==> config.mk <==
export PLATFORM = sky130hd
export DESIGN_NAME = monitor_cmd
export DESIGN_NICKNAME = d
export VERILOG_FILES = /design/src/design/monitor_pkg.sv /design/src/design/monitor_cmd.sv
export SDC_FILE = /design/constraint.sdc
export NUM_CORES = 1
export LEC_CHECK = 0
export ABC_AREA = 1
export BUFFER_PORTS_ARGS = -buffer_cell sky130_fd_sc_hd__buf_2
export CAP_MARGIN = 5
export CORE_MARGIN = 2
export CORE_UTILIZATION = 49
export CTS_CLUSTER_SIZE = 24
export DETAILED_ROUTE_END_ITERATION = 10
export GPL_TIMING_DRIVEN = 0
export HOLD_SLACK_MARGIN = 0.03
export PLACE_DENSITY = 0.85
export SKIP_CTS_REPAIR_TIMING = 1
export SLEW_MARGIN = 20
export SYNTH_ARGS = -nofsm -noshare
export SYNTH_HDL_FRONTEND = slang
export SYNTH_SLANG_ARGS = --single-unit
export TNS_END_PERCENT = 100
==> constraint.sdc <==
create_clock -name i_clk -period 4.83 [get_ports i_clk]
set_clock_uncertainty 0.05 [all_clocks]
set_input_delay 0.966 -clock i_clk [delete_from_list [all_inputs] [get_ports i_clk]]
set_output_delay 0.966 -clock i_clk [all_outputs]
set_load 0.02 [all_outputs]
==> src/design/monitor_pkg.sv <==
/*
 * Shared types for the UART debug monitor
 *   RAM word address, instruction and data words, byte enables
 *   CPU start address, host command codes
 *   ACK reply byte and the LED register address
 */
package monitor_pkg;

	// Word address, bits 11:2 of a byte address
	typedef logic [9:0] ram_adr_t;
	typedef logic [31:0] inst_word_t;
	typedef logic [31:0] data_word_t;
	typedef logic [3:0] byte_en_t;
	// Start address, bits 31:2
	typedef logic [29:0] start_adr_t;

	// Command bytes as ASCII
	typedef enum logic [7:0] {
		CMD_WR_INST = 8'h49,
		CMD_WR_DATA = 8'h44,
		CMD_RD_INST = 8'h52,
		CMD_RD_DATA = 8'h72,
		CMD_GO      = 8'h47,
		CMD_QUIT    = 8'h51
	} cmd_t;

	// 'K'
	localparam logic [7:0] ACK_BYTE = 8'h4B;

	// Top word of the data space
	localparam ram_adr_t LED_ADR = 10'h3FF;

endpackage

==> src/design/monitor_cmd.sv <==
/*
 * Host command parser and sequencer
 *   decodes the command byte, collects address and data fields
 *   RAM write enables and the shared read address
 *   ACK or read-word reply, one byte per free transmitter
 *   CPU start address, start and quit strobes
 */
`timescale 1ns/1ps

module monitor_cmd (
	input  logic                    i_clk,
	input  logic                    i_arst_n,
	input  logic [7:0]              i_rx_data,
	input  logic                    i_rx_valid,
	input  logic                    i_tx_busy,
	input  monitor_pkg::inst_word_t i_i_ram_rdata,
	input  monitor_pkg::data_word_t i_d_ram_rdata,
	output logic [7:0]              o_tx_data,
	output logic                    o_tx_start,
	output monitor_pkg::ram_adr_t   o_ram_radr,
	output monitor_pkg::ram_adr_t   o_i_ram_wadr,
	output monitor_pkg::inst_word_t o_i_ram_wdata,
	output logic                    o_i_ram_wen,
	output monitor_pkg::ram_adr_t   o_d_ram_wadr,
	output monitor_pkg::data_word_t o_d_ram_wdata,
	output logic                    o_d_ram_wen,
	output monitor_pkg::start_adr_t o_start_adr,
	output logic                    o_cpu_start,
	output logic                    o_quit_cmd
);

	import monitor_pkg::*;

	typedef enum logic [2:0] {
		S_IDLE, S_FIELD, S_WRITE, S_RD_WAIT, S_RD_LATCH, S_ACK, S_SEND
	} state_t;

	state_t state;
	cmd_t cmd;
	logic [2:0] byte_cnt;
	logic [2:0] last_idx;
	logic [15:0] adr_buf;
	logic [31:0] data_buf;
	logic [31:0] reply;
	logic is_write;

	assign is_write = (cmd == CMD_WR_INST) || (cmd == CMD_WR_DATA);
	// Writes take 2 address + 4 data bytes, others 2 address bytes
	assign last_idx = is_write ? 3'd5 : 3'd1;

	always_ff @(posedge i_clk or negedge i_arst_n) begin
		if (!i_arst_n) begin
			state <= S_IDLE;
			cmd <= CMD_QUIT;
			byte_cnt <= '0;
			o_start_adr <= '0;
			o_cpu_start <= 1'b0;
			o_quit_cmd <= 1'b0;
		end else begin
			o_cpu_start <= 1'b0;
			o_quit_cmd <= 1'b0;
			case (state)
				S_IDLE: begin
					byte_cnt <= '0;
					// Nothing is taken while a reply is on the line
					if (i_rx_valid && !i_tx_busy) begin
						case (i_rx_data)
							CMD_WR_INST, CMD_WR_DATA, CMD_RD_INST, CMD_RD_DATA, CMD_GO: begin
								cmd <= cmd_t'(i_rx_data);
								state <= S_FIELD;
							end
							CMD_QUIT: begin
								o_quit_cmd <= 1'b1;
								state <= S_ACK;
							end
							default: ;
						endcase
					end
				end
				S_FIELD: begin
					if (i_rx_valid) begin
						byte_cnt <= (byte_cnt == last_idx) ? 3'd0 : byte_cnt + 3'd1;
						if (byte_cnt == last_idx) begin
							case (cmd)
								CMD_GO: begin
									o_start_adr <= {14'd0, i_rx_data, adr_buf[15:8]};
									o_cpu_start <= 1'b1;
									state <= S_ACK;
								end
								CMD_RD_INST, CMD_RD_DATA: state <= S_RD_WAIT;
								default: state <= S_WRITE;
							endcase
						end
					end
				end
				S_WRITE: state <= S_ACK;
				S_RD_WAIT: state <= S_RD_LATCH;
				S_RD_LATCH: begin
					byte_cnt <= 3'd3;
					state <= S_SEND;
				end
				S_ACK: begin
					byte_cnt <= '0;
					state <= S_SEND;
				end
				default: begin
					if (!i_tx_busy) begin
						byte_cnt <= byte_cnt - 3'd1;
						if (byte_cnt == 3'd0) begin
							state <= S_IDLE;
						end
					end
				end
			endcase
		end
	end

	// Field bytes and reply word, LSB first
	always_ff @(posedge i_clk) begin
		if (state == S_FIELD && i_rx_valid) begin
			if (byte_cnt < 3'd2) begin
				adr_buf <= {i_rx_data, adr_buf[15:8]};
			end else begin
				data_buf <= {i_rx_data, data_buf[31:8]};
			end
		end
		case (state)
			S_ACK: reply <= {24'd0, ACK_BYTE};
			S_RD_LATCH: reply <= (cmd == CMD_RD_INST) ? i_i_ram_rdata : i_d_ram_rdata;
			S_SEND: begin
				if (!i_tx_busy) begin
					reply <= {8'd0, reply[31:8]};
				end
			end
			default: ;
		endcase
	end

	// Busy rises the next cycle, so S_SEND cannot start twice in a row
	assign o_tx_start = (state == S_SEND) && !i_tx_busy;
	assign o_tx_data = reply[7:0];

	assign o_ram_radr = adr_buf[9:0];
	assign o_i_ram_wadr = adr_buf[9:0];
	assign o_d_ram_wadr = adr_buf[9:0];
	assign o_i_ram_wdata = data_buf;
	assign o_d_ram_wdata = data_buf;
	assign o_i_ram_wen = (state == S_WRITE) && (cmd == CMD_WR_INST);
	assign o_d_ram_wen = (state == S_WRITE) && (cmd == CMD_WR_DATA);

	a_one_ram_wen: assert property (
		@(posedge i_clk) disable iff (!i_arst_n) !(o_i_ram_wen && o_d_ram_wen)
	);
	a_start_pulse: assert property (
		@(posedge i_clk) disable iff (!i_arst_n) o_cpu_start |=> !o_cpu_start
	);
	a_quit_pulse: assert property (
		@(posedge i_clk) disable iff (!i_arst_n) o_quit_cmd |=> !o_quit_cmd
	);

endmodule

==> impl_metrics.env, run 1 <==
export IMPL_outcome="complete, no violations"
export IMPL_first_pass_iters=5
export IMPL_hold_viol=0
export IMPL_grt_pass1_vias=4126
export IMPL_synthFlopType="edfxtp_1"
export IMPL_synthArstFlopShare=0.286
export IMPL_core_um2=10800
export IMPL_drc=0
export IMPL_grt_antenna_before_repair=0
export IMPL_tightest_slew_ns=0.881
export IMPL_vdd_ir_drop_max_mv=0.209
export IMPL_crit_arrival_ns=1.64
export IMPL_cts_buffers=9
export IMPL_final_cell_mix="buf_2 (207), buf_4 (86), nand2_1 (81)"
export IMPL_hold_path_class="reg2reg"
export IMPL_maxCapViolCount=0
export IMPL_grt_max_degree=33
export IMPL_rr_worst_depth=7
export IMPL_r2r_start="state[2]$_DFFE_PN0P_"
export IMPL_place_hpwl_um=9890
export IMPL_drtIter0Drc=483
export IMPL_grt_use_met1=0.254
export IMPL_grt_setup_unrepaired="no"
export IMPL_drt_vias_per_instance=5.03
export IMPL_wl_um=13000
export IMPL_grt_busiest_layer="met2"
export IMPL_htreeDepth=3
export IMPL_synth_area_top_cells="edfxtp_1 (44%), dfrtp_1 (13%), buf_4 (12%)"
export IMPL_start_util=0.502
export IMPL_regToRegSetupSlack_ns=2.64
export IMPL_ys_warn_count=0
export IMPL_path_class="in2out"
export IMPL_place_congestion=0.972
export IMPL_ys_seq_elements=112
export IMPL_fin_crit_ns=2.66
export IMPL_ios=213
export IMPL_grt_usage=0.210
export IMPL_drive_above_1_share=0.462
export IMPL_tritoncts="built"
export IMPL_clkSlewWorstSetupHoldPaths_ns=0.11
export IMPL_postSynthCellCount=528
export IMPL_portBuffers=198
export IMPL_synth_edf_count=80
export IMPL_drv_slew=0
export IMPL_period_share=0.550
export IMPL_place_area_um2=6750
export IMPL_grt_use_met2=0.382
export IMPL_post_route_util=0.643
export IMPL_ys_types=37
export IMPL_cp_max_fo=5
export IMPL_slew_headroom=0.412
export IMPL_rr_endpoint="adr_buf[2]$_DFFE_PP_"
export IMPL_insertedDiodeCount=0
export IMPL_endpoint="o_tx_start"
export IMPL_clock_sinks=112
export IMPL_leakagePower_nw=3.33
export IMPL_fin_tns_setup_ns=0
export IMPL_ant_nets=0
export IMPL_use_met3=0.0243
export IMPL_die_height_um=109
export IMPL_finalInstanceArea_um2=6970
export IMPL_insertion_delay_ns=0.37
export IMPL_mostFrequentLayoutCell="buf_2"
export IMPL_required_ns=3.81
export IMPL_drt_wirelength_per_cell_um=14.4
export IMPL_final_setup_viol_count=0
export IMPL_synth_top_area_cell="edfxtp_1"
export IMPL_overflow=0
export IMPL_start_kind="primary input"
export IMPL_crit_path_end_kind="primary output"
export IMPL_yosysSeqAreaShare=0.589
export IMPL_final_nets=833
export IMPL_avgSynthCellArea_um2=10.3
export IMPL_area_growth_pct=27.9
export IMPL_dieWidth_um=109
export IMPL_cts_buffer_depth=2
export IMPL_grt_pass1_wl_um=19400
export IMPL_syn_area_um2=5450
export IMPL_fp_dieArea_um2=12000
export IMPL_startpoint="i_tx_busy"
export IMPL_fmax_mhz=376
export IMPL_yosys_area_top_type_share=0.441
export IMPL_timing_hold_ws_ns=0.410
export IMPL_root_buffer="clkbuf_8"
export IMPL_vias=4519
export IMPL_power_density_nw_per_um2=415
export IMPL_rows=38
[area by class of cell]
type                    count  area (um2)
clock inverters             5        67.6
repair buffers            201        1040
clock buffers              11         153
multi-input cells         295        1460
plain buffers             103         743
flip-flops and latches    112        3210
fillers                   811        3870
well taps                 140         175
inverters                  31         120
[critical path: stages]
cell and delay (ns):
buf_2 0.14, nor4_1 0.30, buf_2 0.24
[power breakdown]
group	internal (W)	switching [W]
Combinational	0.000358	0.000609
Sequential	0.00124	0.0000849
Clock	0.000282	0.000322
Total	0.00187	0.00102
[sequential cells by signal, indices dropped and copies added (netlist names)]
name           count
adr_buf           16
byte_cnt           3
cmd                8
o_cpu_start        1
o_d_ram_wdata     32
o_quit_cmd         1
o_start_adr       16
reply             32
state              3
[routing by layer]
layer,vias to the layer above,routed length (um),part of all wire
met5,-,0,0
met4,0,297,0.023
met3,30,891,0.069
met2,239,6840,0.53
met1,2121,4930,0.38
li1,2129,-,-
[synth_stat cells (all sizes together), types with 3 or more instances]
cell	instances
edfxtp	80
nand3	33
nor2	62
ha	4
o22ai	4
buf	98
dfrtp	29
o21ai	68
clkbuf	5
a21oi	5
nand4	5
dfstp	3
nor3	8
inv	29
nand2	85
[worst min path at each step]
stage          cells after the start                   end                   from
6_report                           0  adr_buf[4]$_DFFE_PP_  adr_buf[12]$_DFFE_PP_
5_1_grt                            0  adr_buf[4]$_DFFE_PP_  adr_buf[12]$_DFFE_PP_
4_1_cts                            0  adr_buf[4]$_DFFE_PP_  adr_buf[12]$_DFFE_PP_
3_5_place_dp                       0  adr_buf[4]$_DFFE_PP_  adr_buf[12]$_DFFE_PP_
3_3_place_gp                       0  adr_buf[4]$_DFFE_PP_  adr_buf[12]$_DFFE_PP_
2_1_floorplan                      0  adr_buf[2]$_DFFE_PP_  adr_buf[10]$_DFFE_PP_
[through the flow]
stage,worst slack [ns],cells,power (W)
final,2.17,898,0.00289
after global routing,2.13,898,0.00303
after CTS,2.16,898,0.00290
after detailed placement,2.17,882,0.00230
after global placement,0.0555,879,0.00222
after floorplan,0.894,541,0.00198
[kinds of logic after synthesis]
| group | after synthesis | synth area share |
|---|---|---|
| buf+inv | 134 | 0.159 |
| compound gates | 81 | 0.0827 |
| fa+ha+maj | 4 | 0.00919 |
| simple gates | 195 | 0.159 |
| flops | 112 | 0.589 |
| other cells | 1 | 0.000689 |
| xor+xnor | 1 | 0.00161 |
No activity file was read; power rests on OpenSTA's default activity.
==> run 2: changes to the inputs <==
Clock period 4.83 ns to 2.7 ns, I/O delays scaled along.
==> run 2 against run 1 <==
Compared with the run above:
- cell count did not move
- clock-buffer cell count shrank 2
- die area unchanged
- sequential power is 79% higher
- clock power increased by 49%
- sequential share of layout area is 0.35 points higher
- wire length fell by 1.8%
- flip-flop and latch count stayed put
- combinational power grew 76%
- via count decreased by 0.62%
- worst hold slack worse by 0.25 ns
- critical path depth is 2 higher
==> impl_metrics.env, run 2 (same netlist as run 1, synthesis figures left out) <==
export IMPL_crit_arrival_ns=1.53
export IMPL_final_nets=833
export IMPL_grt_pass1_vias=4130
export IMPL_crit_path_end_kind="primary output"
export IMPL_mostFrequentLayoutCell="buf_2"
export IMPL_insertion_delay_ns=0.37
export IMPL_cp_max_fo=3
export IMPL_vias=4491
export IMPL_grt_usage=0.208
export IMPL_core_um2=10800
export IMPL_power_density_nw_per_um2=719
export IMPL_die_height_um=109
export IMPL_grt_max_degree=33
export IMPL_grt_antenna_before_repair=0
export IMPL_cts_buffers=9
export IMPL_hold_viol=0
export IMPL_rr_worst_depth=7
export IMPL_drc=0
export IMPL_drtIter0Drc=327
export IMPL_maxCapViolCount=0
export IMPL_clock_sinks=112
export IMPL_htreeDepth=3
export IMPL_ios=213
export IMPL_root_buffer="clkbuf_8"
export IMPL_clkSlewWorstSetupHoldPaths_ns=0.10
export IMPL_first_pass_iters=7
export IMPL_post_route_util=0.638
export IMPL_grt_pass1_wl_um=19100
export IMPL_vdd_ir_drop_max_mv=0.302
export IMPL_start_kind="register"
export IMPL_drive_above_1_share=0.460
export IMPL_fmax_mhz=472
export IMPL_path_class="reg2out"
export IMPL_drt_vias_per_instance=5.00
export IMPL_regToRegSetupSlack_ns=0.60
export IMPL_overflow=0
export IMPL_fin_tns_setup_ns=0
export IMPL_nFillCells=820
export IMPL_hold_path_class="in2async"
export IMPL_area_growth_pct=26.9
export IMPL_drv_slew=0
export IMPL_drt_wirelength_per_cell_um=14.2
export IMPL_start_util=0.502
export IMPL_rr_endpoint="adr_buf[6]$_DFFE_PP_"
export IMPL_final_setup_viol_count=0
export IMPL_cts_buffer_depth=2
export IMPL_outcome="complete, no violations"
export IMPL_tightest_slew_ns=0.855
export IMPL_rows=38
export IMPL_r2r_start="state[1]$_DFFE_PN0P_"
export IMPL_grt_setup_unrepaired="no"
export IMPL_fp_dieArea_um2=12000
export IMPL_dieWidth_um=109
export IMPL_place_congestion=0.960
export IMPL_final_cell_mix="buf_2 (207), buf_4 (87), nand2_1 (81)"
export IMPL_wl_um=12700
export IMPL_insertedDiodeCount=0
export IMPL_portBuffers=198
export IMPL_period_share=0.785
export IMPL_required_ns=2.11
export IMPL_leakagePower_nw=3.30
export IMPL_place_hpwl_um=9790
export IMPL_tritoncts="built"
export IMPL_ant_nets=0
export IMPL_slew_headroom=0.430
export IMPL_fin_crit_ns=2.12
run 2: through the flow:
| step | std cells | setup WS [ns] | total power, W | cell area [um2] | hold slack (ns) |
|---|---|---|---|---|---|
| after floorplan | 541 | 0.165 | 0.00354 | 5500 | 0.194 |
| after global placement | 879 | -0.435 | 0.00397 | 6670 | 0.380 |
| after detailed placement | 882 | 0.599 | 0.00410 | 6740 | 0.385 |
| after CTS | 898 | 0.559 | 0.00498 | 6910 | 0.176 |
| after global routing | 898 | 0.460 | 0.00523 | 6910 | 0.222 |
| final | 898 | 0.580 | 0.00497 | 6910 | 0.163 |
run 2: cell type report:
class	instances	area [um2]	share of cell area
Sequential cell	112	3210	0.464
Tap cell	140	175	0.0253
Clock buffer	9	124	0.0179
Multi-Input combinational cell	295	1460	0.210
Buffer	103	743	0.108
Inverter	31	120	0.0174
Timing Repair Buffer	201	1040	0.151
Clock inverter	7	47.5	0.00688
run 2: how the worst max path moves through the flow:
stage | start | end | slack (ns)
6_report | cmd[6]$_DFFE_PN1P_ | o_d_ram_wen | 0.58
3_5_place_dp | state[1]$_DFFE_PN0P_ | adr_buf[6]$_DFFE_PP_ | 0.60
5_1_grt | state[1]$_DFFE_PN0P_ | adr_buf[6]$_DFFE_PP_ | 0.46
3_3_place_gp | state[1]$_DFFE_PN0P_ | adr_buf[3]$_DFFE_PP_ | -0.44
4_1_cts | cmd[6]$_DFFE_PN1P_ | o_d_ram_wen | 0.56
2_1_floorplan | state[0]$_DFFE_PN0P_ | reply[0]$_DFFE_PP_ | 0.16
run 2: worst max-delay path: stages (launching register included):
cell and delay [ns]:
dfstp_2 0.54, nand2_1 0.08, nor2_2 0.15, nand2_1 0.10, nor2_1 0.11, buf_2 0.18
run 2: power by group:
part | total, W | leakage (nW) | internal (W) | switching, W
Sequential | 0.00236 | 1.15 | 0.00221 | 0.000151
Combinational | 0.00170 | 2.06 | 0.000637 | 0.00107
Clock | 0.000901 | 0.0886 | 0.000337 | 0.000564
Total | 0.00497 | 3.30 | 0.00318 | 0.00178
run 2: routing by layer:
metal | track usage | vias up | share of wire
met5 | 0 | - | 0
met4 | 0.111 | 0 | 0.034
met3 | 0.0285 | 44 | 0.076
met2 | 0.363 | 260 | 0.52
met1 | 0.249 | 2063 | 0.37
li1 | - | 2124 | -
==> run 3: changes to the inputs <==
Settings changed: CORE_UTILIZATION 49 to 44, PLACE_DENSITY 0.85 to 0.81.
Clock period 2.7 ns to 1.95 ns, I/O delays scaled along.
==> run 3 against run 2 <==
Compared with the run above:
- critical path depth up 3
- die area up 11%
- flip-flop and latch count unchanged
- highest routed layer unchanged
- largest power group unchanged
==> impl_metrics.env, run 3 (same netlist as run 1, synthesis figures left out) <==
export IMPL_regArea_um2=3210
export IMPL_p_switching_w=0.00257
export IMPL_power_density_nw_per_um2=1040
export IMPL_htreeDepth=3
export IMPL_fin_crit_ns=1.92
export IMPL_mostFrequentLayoutCell="buf_2"
export IMPL_wl_um=12500
export IMPL_grt_usage=0.184
export IMPL_leakagePower_nw=3.42
export IMPL_start_util=0.452
export IMPL_crit_arrival_ns=1.96
export IMPL_insertion_delay_ns=0.34
export IMPL_grt_pass1_vias=4014
export IMPL_portBuffers=198
export IMPL_clockPowerShare=0.241
export IMPL_fp_dieArea_um2=13300
export IMPL_insertedDiodeCount=0
export IMPL_tightest_slew_ns=0.751
export IMPL_tritoncts="built"
export IMPL_path_class="reg2reg"
export IMPL_required_ns=1.99
export IMPL_die_height_um=115
export IMPL_start_kind="register"
export IMPL_outcome="complete, no violations"
export IMPL_post_route_util=0.600
export IMPL_core_um2=12100
export IMPL_final_setup_viol_count=0
export IMPL_overflow=0
export IMPL_drt_wirelength_per_cell_um=13.4
export IMPL_grt_antenna_before_repair=0
export IMPL_dieWidth_um=115
export IMPL_place_congestion=0.877
export IMPL_grt_setup_unrepaired="yes"
export IMPL_root_buffer="clkbuf_16"
export IMPL_place_hpwl_um=9460
export IMPL_internal_power_w=0.00495
export IMPL_final_cell_mix="buf_2 (199), buf_4 (97), edfxtp_1 (80)"
export IMPL_hold_viol=0
export IMPL_drtIter0Drc=326
export IMPL_p_sw_frac=0.342
export IMPL_drv_slew=0
export IMPL_grt_max_degree=33
export IMPL_power_frac_seq=0.436
export IMPL_clock_sinks=112
export IMPL_nFillCells=1009
export IMPL_cp_max_fo=10
export IMPL_ios=213
export IMPL_first_pass_iters=7
export IMPL_period_share=0.984
export IMPL_drc=0
export IMPL_multi_input_area_um2=1500
export IMPL_maxCapViolCount=0
export IMPL_vias=4439
export IMPL_hold_path_class="in2async"
export IMPL_clkSlewWorstSetupHoldPaths_ns=0.08
export IMPL_vdd_ir_drop_max_mv=0.420
export IMPL_crit_path_end_kind="register"
export IMPL_fin_tns_setup_ns=0
export IMPL_final_nets=842
export IMPL_power_frac_comb=0.322
export IMPL_cts_buffer_depth=2
export IMPL_fmax_mhz=521
export IMPL_grt_pass1_wl_um=19000
export IMPL_drive_above_1_share=0.481
export IMPL_cts_buffers=9
export IMPL_area_growth_pct=32.9
export IMPL_rows=40
export IMPL_drt_vias_per_instance=4.75
export IMPL_ant_nets=0
export IMPL_slew_headroom=0.499
==> run 3: cell types whose count changed in the layout (fill, tap and decap cells not counted), sizes merged <==
cell / delta
buf: +8
clkinv: -4
clkbuf: +2
inv: +2
clkinvlp: +1
==> run 3: layout make-up <==
cell class,count,area share
Timing Repair Buffer,211,0.157
Sequential cell,112,0.443
Clock inverter,6,0.00847
Inverter,31,0.0169
Buffer,102,0.105
Tap cell,168,0.0290
Clock buffer,10,0.0330
Multi-Input combinational cell,295,0.207
==> run 3: power by group through the flow <==
stage | combinational [W] | sequential [W] | clock (W)
2_1_floorplan | 0.00150 | 0.00341 | 0
3_5_place_dp | 0.00232 | 0.00334 | 0
3_3_place_gp | 0.00221 | 0.00333 | 0
6_report | 0.00242 | 0.00328 | 0.00182
5_1_grt | 0.00266 | 0.00332 | 0.00195
4_1_cts | 0.00233 | 0.00329 | 0.00185
==> run 3: metal layers <==
| layer | vias to the layer above | track usage | routed length, um |
|---|---|---|---|
| li1 | 2148 | - | - |
| met1 | 2055 | 0.221 | 5060 |
| met2 | 215 | 0.331 | 6500 |
| met3 | 21 | 0.0364 | 763 |
| met4 | 0 | 0.0610 | 223 |
| met5 | - | 0 | 0 |
==> run 3: worst max-delay path: stages (launching register included) <==
cell,delay [ns]
dfstp_2,0.53
nand2_1,0.10
nor2_1,0.12
nand4_1,0.19
nor2_4,0.24
inv_4,0.07
buf_6,0.15
nor2_1,0.10
o21ai_1,0.10
==> run 3: final timing paths <==
path	startpoint	endpoint	slack, ns	depth (start not counted)
worst max-delay path	cmd[6]$_DFFE_PN1P_	reply[11]$_DFFE_PP_	0.03	8
worst min-delay path	i_arst_n	o_start_adr[12]$_DFFE_PN0P_	0.06	1
worst max register to register	cmd[6]$_DFFE_PN1P_	reply[11]$_DFFE_PP_	0.03	8
worst min register to register	adr_buf[12]$_DFFE_PP_	adr_buf[4]$_DFFE_PP_	0.40	0
max in group asynchronous	i_arst_n	state[0]$_DFFE_PN0P_	1.31	1
min in group i_clk	i_rx_data[6]	adr_buf[14]$_DFFE_PP_	0.20	1
==> run 3: per-stage QoR <==
stage                     worst slack (ns)  hold slack [ns]  total power [W]  instances  cell area [um2]
after global routing                -0.108            0.114          0.00793        935             7240
final                               0.0315           0.0613          0.00752        935             7240
after detailed placement           -0.0929            0.384          0.00566        910             6780
after floorplan                     -0.231           0.0444          0.00491        541             5520
after CTS                           -0.106           0.0791          0.00746        926             7080
after global placement              -0.654            0.380          0.00554        907             6720
